File: src/include/mem_params.svh
/* Memory map and latency of the data scratchpad.
   Included by the RTL and the testbench. */
`ifndef MEM_PARAMS_SVH
`define MEM_PARAMS_SVH

// Memory map
`define DMEM_BASE     40'h80000000   // First RAM address, also end of I/O space
`define DMEM_BYTES    512            // 64 doublewords of RAM
`define DMEM_IO_BASE  40'h40000000   // Lowest device address

// Cycles from accepted request to response, 2 or more
`define DMEM_LATENCY  3

`endif

File: src/mem_pkg.sv
/* Types shared by the data-memory path: instructions, cache commands,
   FSM states and the CPU request and response structs. */
`default_nettype none

package mem_pkg;

    typedef logic [63:0] bus64_t;
    typedef logic [39:0] addr_t;   // Physical address

    // Memory instructions from execute
    typedef enum logic [5:0] {
        LD, LW, LWU, LH, LHU, LB, LBU,
        SD, SW, SH, SB,
        AMO_LRW, AMO_LRD, AMO_SCW, AMO_SCD,
        AMO_SWAPW, AMO_SWAPD, AMO_ADDW, AMO_ADDD,
        AMO_XORW, AMO_XORD, AMO_ANDW, AMO_ANDD,
        AMO_ORW, AMO_ORD, AMO_MINW, AMO_MIND,
        AMO_MAXW, AMO_MAXD, AMO_MINWU, AMO_MINDU,
        AMO_MAXWU, AMO_MAXDU
    } instr_type_t;

    // Data cache commands
    typedef enum logic [4:0] {
        DCMD_LOAD    = 5'b00000,
        DCMD_STORE   = 5'b00001,
        DCMD_AMOSWAP = 5'b00100,
        DCMD_LR      = 5'b00110,
        DCMD_SC      = 5'b00111,
        DCMD_AMOADD  = 5'b01000,
        DCMD_AMOXOR  = 5'b01001,
        DCMD_AMOOR   = 5'b01010,
        DCMD_AMOAND  = 5'b01011,
        DCMD_AMOMIN  = 5'b01100,
        DCMD_AMOMAX  = 5'b01101,
        DCMD_AMOMINU = 5'b01110,
        DCMD_AMOMAXU = 5'b01111
    } dcache_cmd_t;

    typedef enum logic [1:0] {MEM_NOP, MEM_LOAD, MEM_STORE, MEM_AMO} mem_op_t;

    typedef enum logic [1:0] {RESET_STATE, IDLE, MAKE_REQUEST, WAIT_RESPONSE} dcache_if_state_t;

    // Execute stage to interface
    typedef struct packed {
        logic        valid;
        logic        kill;          // Squash the instruction
        instr_type_t instr_type;
        bus64_t      data_rs1;
        bus64_t      data_rs2;      // Store data or AMO operand
        bus64_t      imm;
        logic [2:0]  mem_size;      // [1:0] log2 bytes, [2] unsigned
        logic [4:0]  rd;
        addr_t       io_base_addr;
    } req_cpu_dcache_t;

    // Interface back to the CPU
    typedef struct packed {
        logic   ready;      // Result valid
        logic   lock;       // Hold the pipeline
        bus64_t data;
        bus64_t addr;       // Effective address
        logic   xcpt_ma_st;
        logic   xcpt_ma_ld;
        logic   xcpt_pf_st;
        logic   xcpt_pf_ld;
    } resp_dcache_cpu_t;

endpackage

`default_nettype wire

File: src/amo_alu.sv
/* Read-modify-write datapath for the AMO commands.
   Word mode works on the low half and sign-extends the result. */
`default_nettype none

module amo_alu (
    input  mem_pkg::dcache_cmd_t cmd_i,
    input  logic                 word_i,      // 32-bit operation
    input  mem_pkg::bus64_t      mem_data_i,  // Old memory value
    input  mem_pkg::bus64_t      operand_i,   // rs2
    output mem_pkg::bus64_t      result_o
);

    mem_pkg::bus64_t a, b, res;

    // Sign-extending both halves keeps signed and unsigned ordering intact
    assign a = word_i ? {{32{mem_data_i[31]}}, mem_data_i[31:0]} : mem_data_i;
    assign b = word_i ? {{32{operand_i[31]}}, operand_i[31:0]} : operand_i;

    always_comb begin
        case (cmd_i)
            mem_pkg::DCMD_AMOADD:  res = a + b;
            mem_pkg::DCMD_AMOXOR:  res = a ^ b;
            mem_pkg::DCMD_AMOAND:  res = a & b;
            mem_pkg::DCMD_AMOOR:   res = a | b;
            mem_pkg::DCMD_AMOMIN:  res = ($signed(a) < $signed(b)) ? a : b;
            mem_pkg::DCMD_AMOMAX:  res = ($signed(a) > $signed(b)) ? a : b;
            mem_pkg::DCMD_AMOMINU: res = (a < b) ? a : b;
            mem_pkg::DCMD_AMOMAXU: res = (a > b) ? a : b;
            default:               res = b;   // Swap
        endcase
    end

    assign result_o = word_i ? {{32{res[31]}}, res[31:0]} : res;

endmodule

`default_nettype wire

File: src/dcache_interface.sv
/* Turns one memory instruction into a data-cache request and holds the
   CPU until the cache answers, kills it, or raises an exception. */
`default_nettype none
`include "mem_params.svh"

module dcache_interface (
    input  wire                        clk_i,
    input  wire                        rstn_i,
    input  mem_pkg::req_cpu_dcache_t   req_cpu_dcache_i,
    // Cache answer
    input  mem_pkg::bus64_t            dmem_resp_data_i,
    input  logic                       dmem_req_ready_i,
    input  logic                       dmem_resp_valid_i,
    input  logic                       dmem_xcpt_ma_st_i,
    input  logic                       dmem_xcpt_ma_ld_i,
    input  logic                       dmem_xcpt_pf_st_i,
    input  logic                       dmem_xcpt_pf_ld_i,
    // Request to cache
    output logic                       dmem_req_valid_o,
    output mem_pkg::dcache_cmd_t       dmem_req_cmd_o,
    output mem_pkg::addr_t             dmem_req_addr_o,
    output logic [3:0]                 dmem_op_type_o,
    output mem_pkg::bus64_t            dmem_req_data_o,
    output logic [7:0]                 dmem_req_tag_o,
    output logic                       dmem_req_invalidate_lr_o,
    output logic                       dmem_req_kill_o,
    // Answer to CPU
    output mem_pkg::resp_dcache_cpu_t  resp_dcache_cpu_o
);

    mem_pkg::dcache_if_state_t state, next_state;
    mem_pkg::mem_op_t          type_of_op;
    mem_pkg::bus64_t           addr_64;
    logic mem_xcpt;
    logic io_address_space;
    logic kill_io_resp;
    logic kill_mem_ope;
    logic cpu_lock;
    logic xcpt_ma_st_q, xcpt_ma_ld_q, xcpt_pf_st_q, xcpt_pf_ld_q;

    // ------------------------------------------------------------------
    // Abort conditions
    // ------------------------------------------------------------------
    assign mem_xcpt = dmem_xcpt_ma_st_i | dmem_xcpt_ma_ld_i |
                      dmem_xcpt_pf_st_i | dmem_xcpt_pf_ld_i;

    // Device window sits just below RAM
    assign io_address_space = (dmem_req_addr_o >= req_cpu_dcache_i.io_base_addr) &
                              (dmem_req_addr_o < `DMEM_BASE);

    assign kill_io_resp = io_address_space & (type_of_op == mem_pkg::MEM_STORE); // Never answered
    assign kill_mem_ope = mem_xcpt | req_cpu_dcache_i.kill;

    // ------------------------------------------------------------------
    // FSM
    // ------------------------------------------------------------------
    always_ff @(posedge clk_i or negedge rstn_i) begin
        if (!rstn_i) begin
            state        <= mem_pkg::RESET_STATE;
            xcpt_ma_st_q <= 1'b0;
            xcpt_ma_ld_q <= 1'b0;
            xcpt_pf_st_q <= 1'b0;
            xcpt_pf_ld_q <= 1'b0;
        end else begin
            state        <= next_state;
            xcpt_ma_st_q <= dmem_xcpt_ma_st_i;   // One cycle later to the CPU
            xcpt_ma_ld_q <= dmem_xcpt_ma_ld_i;
            xcpt_pf_st_q <= dmem_xcpt_pf_st_i;
            xcpt_pf_ld_q <= dmem_xcpt_pf_ld_i;
        end
    end

    // Mealy outputs and next state
    always_comb begin
        dmem_req_valid_o = 1'b0;
        cpu_lock         = 1'b0;
        next_state       = state;
        case (state)
            mem_pkg::RESET_STATE: next_state = mem_pkg::IDLE;
            mem_pkg::IDLE: begin
                dmem_req_valid_o = !req_cpu_dcache_i.kill & req_cpu_dcache_i.valid &
                                   dmem_req_ready_i;
                cpu_lock         = req_cpu_dcache_i.valid;   // Stall while cache busy
                if (dmem_req_valid_o)
                    next_state = mem_pkg::MAKE_REQUEST;
                else if (req_cpu_dcache_i.kill)
                    next_state = mem_pkg::RESET_STATE;
            end
            mem_pkg::MAKE_REQUEST: begin
                cpu_lock   = 1'b1;
                next_state = kill_mem_ope ? mem_pkg::RESET_STATE : mem_pkg::WAIT_RESPONSE;
            end
            mem_pkg::WAIT_RESPONSE: begin
                if (dmem_resp_valid_i) begin
                    next_state = mem_pkg::IDLE;       // Lock falls with the answer
                end else begin
                    cpu_lock = 1'b1;
                    if (kill_mem_ope | kill_io_resp)
                        next_state = mem_pkg::RESET_STATE;
                end
            end
            default: next_state = mem_pkg::RESET_STATE;
        endcase
    end

    // ------------------------------------------------------------------
    // Instruction decode
    // ------------------------------------------------------------------
    always_comb begin
        dmem_req_cmd_o = mem_pkg::DCMD_LOAD;
        type_of_op     = mem_pkg::MEM_AMO;       // Most cases are AMOs
        case (req_cpu_dcache_i.instr_type)
            mem_pkg::AMO_LRW,   mem_pkg::AMO_LRD:   dmem_req_cmd_o = mem_pkg::DCMD_LR;
            mem_pkg::AMO_SCW,   mem_pkg::AMO_SCD:   dmem_req_cmd_o = mem_pkg::DCMD_SC;
            mem_pkg::AMO_SWAPW, mem_pkg::AMO_SWAPD: dmem_req_cmd_o = mem_pkg::DCMD_AMOSWAP;
            mem_pkg::AMO_ADDW,  mem_pkg::AMO_ADDD:  dmem_req_cmd_o = mem_pkg::DCMD_AMOADD;
            mem_pkg::AMO_XORW,  mem_pkg::AMO_XORD:  dmem_req_cmd_o = mem_pkg::DCMD_AMOXOR;
            mem_pkg::AMO_ANDW,  mem_pkg::AMO_ANDD:  dmem_req_cmd_o = mem_pkg::DCMD_AMOAND;
            mem_pkg::AMO_ORW,   mem_pkg::AMO_ORD:   dmem_req_cmd_o = mem_pkg::DCMD_AMOOR;
            mem_pkg::AMO_MINW,  mem_pkg::AMO_MIND:  dmem_req_cmd_o = mem_pkg::DCMD_AMOMIN;
            mem_pkg::AMO_MAXW,  mem_pkg::AMO_MAXD:  dmem_req_cmd_o = mem_pkg::DCMD_AMOMAX;
            mem_pkg::AMO_MINWU, mem_pkg::AMO_MINDU: dmem_req_cmd_o = mem_pkg::DCMD_AMOMINU;
            mem_pkg::AMO_MAXWU, mem_pkg::AMO_MAXDU: dmem_req_cmd_o = mem_pkg::DCMD_AMOMAXU;
            mem_pkg::LD, mem_pkg::LW, mem_pkg::LWU, mem_pkg::LH,
            mem_pkg::LHU, mem_pkg::LB, mem_pkg::LBU: begin
                dmem_req_cmd_o = mem_pkg::DCMD_LOAD;
                type_of_op     = mem_pkg::MEM_LOAD;
            end
            mem_pkg::SD, mem_pkg::SW, mem_pkg::SH, mem_pkg::SB: begin
                dmem_req_cmd_o = mem_pkg::DCMD_STORE;
                type_of_op     = mem_pkg::MEM_STORE;
            end
            default: type_of_op = mem_pkg::MEM_NOP;
        endcase
    end

    // AMOs carry no offset
    assign addr_64 = (type_of_op == mem_pkg::MEM_AMO) ? req_cpu_dcache_i.data_rs1 :
                     req_cpu_dcache_i.data_rs1 + req_cpu_dcache_i.imm;

    assign dmem_req_addr_o          = addr_64[39:0];
    assign dmem_op_type_o           = {1'b0, req_cpu_dcache_i.mem_size};
    assign dmem_req_data_o          = req_cpu_dcache_i.data_rs2;
    assign dmem_req_tag_o           = {2'b00, req_cpu_dcache_i.rd, 1'b0};  // Destination as tag
    assign dmem_req_invalidate_lr_o = req_cpu_dcache_i.kill;
    assign dmem_req_kill_o          = kill_mem_ope;

    // CPU response
    always_comb begin
        resp_dcache_cpu_o.ready      = dmem_resp_valid_i & (type_of_op != mem_pkg::MEM_STORE);
        resp_dcache_cpu_o.lock       = cpu_lock;
        resp_dcache_cpu_o.data       = dmem_resp_data_i;
        resp_dcache_cpu_o.addr       = addr_64;
        resp_dcache_cpu_o.xcpt_ma_st = xcpt_ma_st_q;
        resp_dcache_cpu_o.xcpt_ma_ld = xcpt_ma_ld_q;
        resp_dcache_cpu_o.xcpt_pf_st = xcpt_pf_st_q;
        resp_dcache_cpu_o.xcpt_pf_ld = xcpt_pf_ld_q;
    end

endmodule

`default_nettype wire

File: src/dmem_scratchpad.sv
/* Blocking single-port data RAM standing in for the data cache.
   Fixed latency, LR/SC and AMOs, posted device writes below the RAM base. */
`default_nettype none
`include "mem_params.svh"

module dmem_scratchpad (
    input  wire                   clk_i,
    input  wire                   rstn_i,
    input  logic                  req_valid_i,
    input  mem_pkg::dcache_cmd_t  req_cmd_i,
    input  mem_pkg::addr_t        req_addr_i,
    input  logic [3:0]            op_type_i,
    input  mem_pkg::bus64_t       req_data_i,
    input  logic [7:0]            req_tag_i,
    input  logic                  req_kill_i,
    input  logic                  invalidate_lr_i,
    output logic                  req_ready_o,
    output logic                  resp_valid_o,
    output mem_pkg::bus64_t       resp_data_o,
    output logic                  xcpt_ma_st_o,
    output logic                  xcpt_ma_ld_o,
    output logic                  xcpt_pf_st_o,
    output logic                  xcpt_pf_ld_o,
    output logic                  io_wr_valid_o,
    output mem_pkg::addr_t        io_wr_addr_o,
    output mem_pkg::bus64_t       io_wr_data_o
);

    localparam int WORDS = `DMEM_BYTES / 8;
    localparam int IDX_W = $clog2(WORDS);
    localparam int CNT_W = $clog2(`DMEM_LATENCY + 1);

    mem_pkg::bus64_t mem [WORDS];

    // Pending operation
    logic                 pending;
    logic [CNT_W-1:0]     cnt;
    mem_pkg::dcache_cmd_t p_cmd;
    mem_pkg::addr_t       p_addr;
    logic [2:0]           p_size;
    mem_pkg::bus64_t      p_data;
    logic                 resv_valid;
    mem_pkg::addr_t       resv_addr;

    logic accept, is_ld, is_st, in_ram, in_io, misal, fault, commit;
    logic is_amo, is_sc, sc_ok, wr_en;
    logic [2:0] align_mask;
    logic [7:0] be;
    mem_pkg::bus64_t rd_word, shifted, ld_ext, amo_res, wdata;

    // ------------------------------------------------------------------
    // Request checks
    // ------------------------------------------------------------------
    assign req_ready_o = !pending;
    assign accept      = req_valid_i & req_ready_o & !req_kill_i;
    assign is_ld       = (req_cmd_i == mem_pkg::DCMD_LOAD) | (req_cmd_i == mem_pkg::DCMD_LR);
    assign is_st       = (req_cmd_i == mem_pkg::DCMD_STORE);
    assign in_ram      = (req_addr_i >= `DMEM_BASE) & (req_addr_i < `DMEM_BASE + `DMEM_BYTES);
    assign in_io       = (req_addr_i >= `DMEM_IO_BASE) & (req_addr_i < `DMEM_BASE);
    assign fault       = !in_ram & !(in_io & is_st);   // Devices take plain stores only
    assign align_mask  = {op_type_i[1:0] == 2'd3, op_type_i[1], |op_type_i[1:0]};
    assign misal       = |(req_addr_i[2:0] & align_mask);

    // ------------------------------------------------------------------
    // Pending operation and commit
    // ------------------------------------------------------------------
    assign commit  = pending & !req_kill_i & (cnt == CNT_W'(`DMEM_LATENCY - 1));
    assign is_sc   = (p_cmd == mem_pkg::DCMD_SC);
    assign is_amo  = !(p_cmd inside {mem_pkg::DCMD_LOAD, mem_pkg::DCMD_STORE,
                                     mem_pkg::DCMD_LR, mem_pkg::DCMD_SC});
    // Reservation matches on the address of the LR
    assign sc_ok   = resv_valid & (resv_addr == p_addr);
    assign wr_en   = commit & ((p_cmd == mem_pkg::DCMD_STORE) | (is_sc & sc_ok) | is_amo);

    assign rd_word = mem[p_addr[3 +: IDX_W]];
    assign shifted = rd_word >> {p_addr[2:0], 3'b000};

    // Load extension, bit 2 of the size is unsigned
    always_comb begin
        case (p_size[1:0])
            2'd0:    ld_ext = p_size[2] ? {56'b0, shifted[7:0]} :
                                          {{56{shifted[7]}}, shifted[7:0]};
            2'd1:    ld_ext = p_size[2] ? {48'b0, shifted[15:0]} :
                                          {{48{shifted[15]}}, shifted[15:0]};
            2'd2:    ld_ext = p_size[2] ? {32'b0, shifted[31:0]} :
                                          {{32{shifted[31]}}, shifted[31:0]};
            default: ld_ext = shifted;
        endcase
        case (p_size[1:0])
            2'd0:    be = 8'h01;
            2'd1:    be = 8'h03;
            2'd2:    be = 8'h0f;
            default: be = 8'hff;
        endcase
        be = be << p_addr[2:0];
    end

    amo_alu u_amo_alu (
        .cmd_i      (p_cmd),
        .word_i     (p_size[1:0] == 2'd2),
        .mem_data_i (ld_ext),
        .operand_i  (p_data),
        .result_o   (amo_res)
    );

    assign wdata = (is_amo ? amo_res : p_data) << {p_addr[2:0], 3'b000};

    always_ff @(posedge clk_i or negedge rstn_i) begin
        if (!rstn_i) begin
            pending       <= 1'b0;
            cnt           <= '0;
            resp_valid_o  <= 1'b0;
            resv_valid    <= 1'b0;
            xcpt_ma_st_o  <= 1'b0;
            xcpt_ma_ld_o  <= 1'b0;
            xcpt_pf_st_o  <= 1'b0;
            xcpt_pf_ld_o  <= 1'b0;
            io_wr_valid_o <= 1'b0;
        end else begin
            // Exceptions and device writes land one cycle after the request
            xcpt_ma_ld_o  <= accept & misal & is_ld;
            xcpt_ma_st_o  <= accept & misal & !is_ld;
            xcpt_pf_ld_o  <= accept & !misal & fault & is_ld;
            xcpt_pf_st_o  <= accept & !misal & fault & !is_ld;
            io_wr_valid_o <= accept & !misal & in_io & is_st;
            resp_valid_o  <= commit;
            if (accept & !misal & in_ram) begin
                pending <= 1'b1;
                cnt     <= CNT_W'(1);
            end else if (commit | req_kill_i) begin
                pending <= 1'b0;   // Done or aborted
            end else if (pending) begin
                cnt <= cnt + 1'b1;
            end
            if (invalidate_lr_i | (commit & is_sc))
                resv_valid <= 1'b0;
            else if (commit & (p_cmd == mem_pkg::DCMD_LR))
                resv_valid <= 1'b1;
        end
    end

    // Payload and RAM
    always_ff @(posedge clk_i) begin
        if (accept) begin
            p_cmd        <= req_cmd_i;
            p_addr       <= req_addr_i;
            p_size       <= op_type_i[2:0];
            p_data       <= req_data_i;
            io_wr_addr_o <= req_addr_i;
            io_wr_data_o <= req_data_i;
        end
        if (commit & (p_cmd == mem_pkg::DCMD_LR))
            resv_addr <= p_addr;
        if (commit)
            resp_data_o <= is_sc ? {63'b0, !sc_ok} : ld_ext;  // SC answers 0 on success
        for (int i = 0; i < 8; i++) begin
            if (wr_en & be[i])
                mem[p_addr[3 +: IDX_W]][8*i +: 8] <= wdata[8*i +: 8];
        end
    end

endmodule

`default_nettype wire

File: src/lsu_top.sv
/* Load/store unit: the cache interface joined to the data scratchpad.
   Exposes the CPU request and response and the device write port. */
`default_nettype none

module lsu_top (
    input  wire                        clk_i,
    input  wire                        rstn_i,
    input  mem_pkg::req_cpu_dcache_t   req_i,
    output mem_pkg::resp_dcache_cpu_t  resp_o,
    output logic                       io_wr_valid_o,
    output mem_pkg::addr_t             io_wr_addr_o,
    output mem_pkg::bus64_t            io_wr_data_o
);

    // Interface to scratchpad
    logic                 req_valid, req_kill, inv_lr, req_ready, resp_valid;
    logic                 ma_st, ma_ld, pf_st, pf_ld;
    mem_pkg::dcache_cmd_t req_cmd;
    mem_pkg::addr_t       req_addr;
    logic [3:0]           op_type;
    logic [7:0]           req_tag;
    mem_pkg::bus64_t      req_data, resp_data;

    dcache_interface u_dcache_interface (
        .clk_i                    (clk_i),
        .rstn_i                   (rstn_i),
        .req_cpu_dcache_i         (req_i),
        .dmem_resp_data_i         (resp_data),
        .dmem_req_ready_i         (req_ready),
        .dmem_resp_valid_i        (resp_valid),
        .dmem_xcpt_ma_st_i        (ma_st),
        .dmem_xcpt_ma_ld_i        (ma_ld),
        .dmem_xcpt_pf_st_i        (pf_st),
        .dmem_xcpt_pf_ld_i        (pf_ld),
        .dmem_req_valid_o         (req_valid),
        .dmem_req_cmd_o           (req_cmd),
        .dmem_req_addr_o          (req_addr),
        .dmem_op_type_o           (op_type),
        .dmem_req_data_o          (req_data),
        .dmem_req_tag_o           (req_tag),
        .dmem_req_invalidate_lr_o (inv_lr),
        .dmem_req_kill_o          (req_kill),
        .resp_dcache_cpu_o        (resp_o)
    );

    dmem_scratchpad u_dmem_scratchpad (
        .clk_i           (clk_i),
        .rstn_i          (rstn_i),
        .req_valid_i     (req_valid),
        .req_cmd_i       (req_cmd),
        .req_addr_i      (req_addr),
        .op_type_i       (op_type),
        .req_data_i      (req_data),
        .req_tag_i       (req_tag),
        .req_kill_i      (req_kill),
        .invalidate_lr_i (inv_lr),
        .req_ready_o     (req_ready),
        .resp_valid_o    (resp_valid),
        .resp_data_o     (resp_data),
        .xcpt_ma_st_o    (ma_st),
        .xcpt_ma_ld_o    (ma_ld),
        .xcpt_pf_st_o    (pf_st),
        .xcpt_pf_ld_o    (pf_ld),
        .io_wr_valid_o   (io_wr_valid_o),
        .io_wr_addr_o    (io_wr_addr_o),
        .io_wr_data_o    (io_wr_data_o)
    );

endmodule

`default_nettype wire

File: config.mk
export PLATFORM = sky130hd
export DESIGN_NAME = lsu_top
export DESIGN_NICKNAME = d
export VERILOG_FILES = /design/src/mem_pkg.sv /design/src/amo_alu.sv /design/src/dcache_interface.sv /design/src/dmem_scratchpad.sv /design/src/lsu_top.sv
export VERILOG_INCLUDE_DIRS = /design/src /design/src/include
export SDC_FILE = /design/constraint.sdc
export NUM_CORES = 2
export LEC_CHECK = 0
export BUFFER_PORTS_ARGS = -buffer_cell sky130_fd_sc_hd__clkbuf_2
export CELL_PAD_IN_SITES_DETAIL_PLACEMENT = 1
export CELL_PAD_IN_SITES_GLOBAL_PLACEMENT = 2
export CORE_UTILIZATION = 45
export CTS_CLUSTER_DIAMETER = 50
export CTS_CLUSTER_SIZE = 12
export DETAILED_ROUTE_END_ITERATION = 12
export HOLD_SLACK_MARGIN = 0.12
export PLACE_DENSITY = 0.74
export SYNTH_ARGS = -nofsm -noshare
export SYNTH_HDL_FRONTEND = slang
export SYNTH_SLANG_ARGS = --single-unit
File: constraint.sdc
create_clock -name clk_i -period 12.89 [get_ports clk_i]
set_input_delay 1.9335 -clock clk_i [delete_from_list [all_inputs] [get_ports clk_i]]
set_output_delay 1.9335 -clock clk_i [all_outputs]
set_load 0.01 [all_outputs]
== Word level (Yosys, flattened, before mapping) ==
Memories as Yosys holds them, arrays and structs flattened. A register that Yosys moved wholly into a read port is not among the register bits.
Index checks and enable logic that the tools add are counted.

* Flip-flop bits (word level): 232
* RAM bits: 4,096
* Bits of input ports: 250
* Output and inout bits: 239
* Word-level logic and storage cells: 233
* Memories kept: 1

* $add $sub $neg: 3
* $lt $le $gt $ge: 9
* Equal/unequal tests: 59
* Shifts and indexed selects: 3
* Multiplexer cells: 51
* Bitwise operators: 50
* Reductions and logical operators: 36

{| class="wikitable"
|+ Memories
! memory !! words !! bits a word !! read ports !! clocked after Yosys merged registers in !! write ports !! line !! RTL
|-
| u_dmem_scratchpad.mem || 64 || 64 || 1 || 1 || 1 || dmem_scratchpad.sv:33 || <nowiki>mem_pkg::bus64_t mem [WORDS];</nowiki>
|}

{| class="wikitable"
|+ Operators with widths
! operator !! count
|-
| $mux 64 || 12
|-
| $pmux 64 s8 || 1
|-
| $pmux 64 s3 || 1
|-
| $add 64x64->64 || 2
|-
| $gt 64x64->1 || 2
|-
| $lt 64x64->1 || 2
|-
| $eq 6x5->1 const B || 16
|-
| $lt 40x32->1 const B || 2
|-
| $and 64x64->64 || 1
|-
| $or 64x64->64 || 1
|-
| $shl 64x6->64 || 1
|-
| $shr 64x6->64 || 1
|-
| $xor 64x64->64 || 1
|-
| $eq 6x4->1 const B || 8
|-
| $pmux 4 s12 || 1
|-
| $eq 40x40->1 || 1
|-
| $eq 5x4->1 const B || 8
|-
| $ge 40x31->1 const B || 1
|-
| $ge 40x32->1 const B || 1
|-
| $ge 40x40->1 || 1
|-
| $and 1x1->1 || 36
|-
| $eq 6x3->1 const B || 4
|-
| $pmux 8 s3 || 1
|-
| $reduce_or 2->1 || 12
|-
| 34 further kinds || 94
|}

== Logic depth before layout (Yosys ltp) ==
* Depth in word-level cells: 12
* Mapped depth: 40
* Mapped depth without buffers: 27

== Modules after synthesis ==
Synthesis repeated with hierarchy kept, for this count alone.

* Cell total of the unflattened synthesis: 11,290
* Area total of the unflattened synthesis: 191,383.6 um^2

{| class="wikitable"
|+ By module, submodules not included
! module !! times used !! cells an instance !! area an instance (um^2) !! seq. area each (um^2)
|-
| dmem_scratchpad || 1 || 8,301 || 172,077.5 || 129,854.5
|-
| amo_alu || 1 || 1,898 || 11,867.6 || 0.0
|-
| dcache_interface || 1 || 1,091 || 7,438.4 || 150.1
|}

== Worst setup path before layout ==
No wires, ideal clock.

* Path type: register to register
* From: register (tool-made name)
* To: memory u_dmem_scratchpad.mem[0][58] (netlist name) (data pin)
* Setup time: 702 ps
* Data arrival time: 10,085 ps
* Required time: 12,188 ps
* Path slack: 2,103 ps
* Cell stages (with the launch flop): 32
* Buffers on the path: 8
* Clock period less this slack: 10,787 ps
* Cells stage by stage: dfxtp_1 buf_6 buf_6 buf_6 buf_6 buf_2 buf_4 mux4_2 mux4_2 mux4_2 mux2i_1 nand2_1 o21ai_0 o22ai_1 a21oi_1 inv_1 ha_1 clkbuf_1 or3_1 clkbuf_1 or4_1 o22ai_1 a221oi_1 a2111o_1 a21oi_1 a21boi_0 o21a_1 o311a_1 a2111oi_0 a22o_1 a311oi_1 o21ai_0

{| class="wikitable"
|+ RTL lines
! what !! line
|-
| end: declaration || dmem_scratchpad.sv:33
|}

==> impl_metrics.tcl <==
set metrics [dict create \
    status "finished clean" \
    p_comb_frac 0.279 \
    wl_met3_um 68700 \
    top_layer_used "met5" \
    synth_edf_count 4311 \
    dieHeight_um 645 \
    crit_path_end_kind "register" \
    ir_worst_vdd_uv 124 \
    ys_seq_area_frac 0.698 \
    p_sw_mw 12.9 \
    synth.area.top_cells "edfxtp_1 (69%), mux4_2 (14%), ha_1 (2.0%)" \
    drc 0 \
    grt_max_degree 89 \
    place_area_mm2 0.198 \
    totalWireLength_um 661000 \
    clk_latency_ns 1.05 \
    grt_pass1_wl_um 903000 \
    wire_per_inst_um 38.8 \
    slew_headroom 0.108 \
    vias 111000 \
    setup_viol 0 \
    path_common_cell "a22o_1" \
    htree_levels 5 \
    clkPwrFrac 0.298 \
    async_flop_share 0.00369 \
    die_x_um 645 \
    antenna_found_initial 79 \
    cts.root.buffer_cell "clkbuf_16" \
    cts_resized 0 \
    place_inst 16300 \
    max_stage_delay_ns 0.91 \
    io_pins 489 \
    fill_cells 37500 \
    synthToLayoutAreaGrowth_pct 12.9 \
    hp-class "reg2reg" \
    drt_iter0_drc 15900 \
    vias_per_cell 6.52 \
    fin_cells 17100 \
    routed-wl-met2_um 306000 \
    synth_area_leader_cell "edfxtp_1" \
    clock_path_buffers 4 \
    timing.final.crit_share 0.955 \
    path_class "reg2reg" \
    num_rows 235 \
    tritoncts.num_buffers 438 \
    worstMarginPinSlew_ns 1.33 \
    drive_above_1_share 0.247 \
    ys_ff_latch 4333 \
    syn_avg_cell_area_um2 17.6 \
    drt-pass1-iter-count 5 \
    grt_usage 0.312 \
    cts_num_sinks 4333 \
    p_leak_nw 69.3 \
    switching_share 0.327 \
    critPathTopFamily "compound AO/OA/AOI/OAI gates" \
    syn_inst 10600 \
    ys.flop_type "edfxtp_1" \
    finalWeightedCongestion 0.958 \
    synth.most_common_cell "edfxtp_1" \
    yosysUniqueCellTypes 95 \
    critPathLaunchType "register" \
    holdBufCountCts 0 \
    hold_slack_ns 0.392 \
    cp.required_ns 13.53 \
    powerDensity_mw_per_mm2 187 \
    maxCapViolCount 0 \
    dpl_worst_slack_ns 1.03 \
    arrival_ns 12.94 \
    fin_skew_ns 0.0882 \
    start_util 0.453 \
    clk_pin_slew_ns 0.06 \
    nets 11900 \
    slew_violations 0 \
    intPower_mw 26.5 \
    hpwl_um 446000 \
    synth_top_area_share 0.695 \
    synth_commonest_cells "edfxtp_1 (4311), mux4_2 (1123), nor2_1 (933)" \
    fin_crit_ns 12.30 \
    core_area_mm2 0.411 \
    clock.fmax_ghz 0.0813 \
    fin_area_mm2 0.210 \
    wl_met1_um 256000 \
    port_buffers 483 \
    p_seq_frac 0.422 \
    die_area_mm2 0.417 \
    rsz0062_at_grt "no" \
    cts_tree "yes" \
    path_max_fanout 64 \
    synth_area_mm2 0.186 \
    final_hold_viol_count 0 \
    synth_nets 11100 \
    yosysWarnings 0 \
    grt-ovfl-total 0 \
    critPathBufInv 3 \
    setup_slack_ns 0.586 \
    tns_ns 0 \
    grt_pass1_vias 111000 \
    cts_setup_buffers 0 \
    cp_slowest_cell "nor2b_1" \
    antenna_left 0 \
]
## per-stage QoR
step	power, mW	utilization
2_1_floorplan	22.9	-
3_3_place_gp	27.5	0.481
3_5_place_dp	27.7	0.481
4_1_cts	39.3	0.511
5_1_grt	40.2	0.512
6_report	39.4	0.512
## final timing paths
path | start | end | slack, ns | cells past startpoint
max in group asynchronous | rstn_i | u_dmem_scratchpad.cnt[0]$_DFFE_PN0P_ | 11.75 | 1
max reg2reg | register | u_dmem_scratchpad.mem[53][61]$_DFFE_PP_ | 0.59 | 28
max | register | u_dmem_scratchpad.mem[53][61]$_DFFE_PP_ | 0.59 | 28
min | u_dmem_scratchpad.xcpt_pf_ld_o$_DFF_PN0_ | u_dcache_interface.xcpt_pf_ld_q$_DFF_PN0_ | 0.39 | 0
min reg2reg | u_dmem_scratchpad.xcpt_pf_ld_o$_DFF_PN0_ | u_dcache_interface.xcpt_pf_ld_q$_DFF_PN0_ | 0.39 | 0
min in group asynchronous | rstn_i | u_dcache_interface.xcpt_pf_ld_q$_DFF_PN0_ | 0.84 | 1
## cell type report
cell class | instances | area [um2] | share of cell area
repair buffers | 918 | 6710 | 0.0319
multi-input cells | 5345 | 52900 | 0.252
flip-flops and latches | 4333 | 130000 | 0.618
clock buffers | 493 | 11200 | 0.0534
clock inverters | 138 | 1310 | 0.00623
diodes | 100 | 250 | 0.00119
well taps | 5451 | 6820 | 0.0324
inverters | 277 | 1070 | 0.00510
## logic make-up after synthesis
family          after synthesis  synth area share
compound gates             1450            0.0512
xor+xnor                    140           0.00658
fa+ha+maj                   298            0.0201
buf+inv                     881            0.0225
flops                      4333             0.698
mux                        1468             0.156
simple gates               1989            0.0464
## routing by layer
layer,vias to the layer above,global-route usage
met4,34,0.133
met1,59300,0.425
met3,1270,0.0759
met5,-,0.00728
met2,6663,0.481
li1,44000,-
## layout by cell type (no fill, tap or decap), types with 37 or more instances in the layout
master / n
a32oi_1: 44
nand2b_1: 50
mux2_2: 37
o211ai_1: 65
ha_1: 296
mux4_2: 1123
nand2_2: 67
a31oi_1: 46
clkbuf_1: 52
o21ai_0: 270
a22oi_1: 41
inv_1: 266
xnor2_1: 98
nand3_1: 82
a221oi_1: 46
mux2i_1: 297
clkbuf_2: 483
nand2_1: 490
diode_2: 100
edfxtp_1: 4311
a211oi_1: 51
nor2_1: 905
xor2_1: 42
nor2b_1: 50
buf_12: 82
nor3_1: 63
buf_4: 353
a21oi_1: 381
clkinv_1: 47
nand4_1: 48
clkbuf_16: 441
o221ai_1: 43
a21o_1: 83
o22ai_1: 63
## state kept, by name, summed over array words and instances (netlist names), 2 cells and up, named ones only
signal / count
u_dmem_scratchpad.cnt: 2
u_dmem_scratchpad.resp_data_o: 64
u_dmem_scratchpad.p_size: 3
u_dmem_scratchpad.io_wr_addr_o: 40
u_dmem_scratchpad.resv_addr: 40
u_dmem_scratchpad.mem: 4096
u_dcache_interface.state: 2
u_dmem_scratchpad.p_cmd: 4
u_dmem_scratchpad.io_wr_data_o: 64
## worst register-to-register path: cells and delay by family (launching register included)
family                   cells  cell delay, ns
AO/OA/AOI/OAI               16            5.12
AND/OR/NAND/NOR              8            4.02
buffers and inverters        3            1.36
flip-flops                   1            0.89
adder cells (fa/ha/maj)      1            0.49
## power groups by stage
stage          clock network, mW  registers [mW]  logic, mW
6_report                    11.7            16.6       11.0
5_1_grt                     12.2            16.6       11.3
4_1_cts                     11.8            16.6       10.8
3_5_place_dp                   0            16.9       10.8
3_3_place_gp                   0            16.9       10.5
2_1_floorplan                  0            16.9       5.95
(Power assumes the default switching activity.)
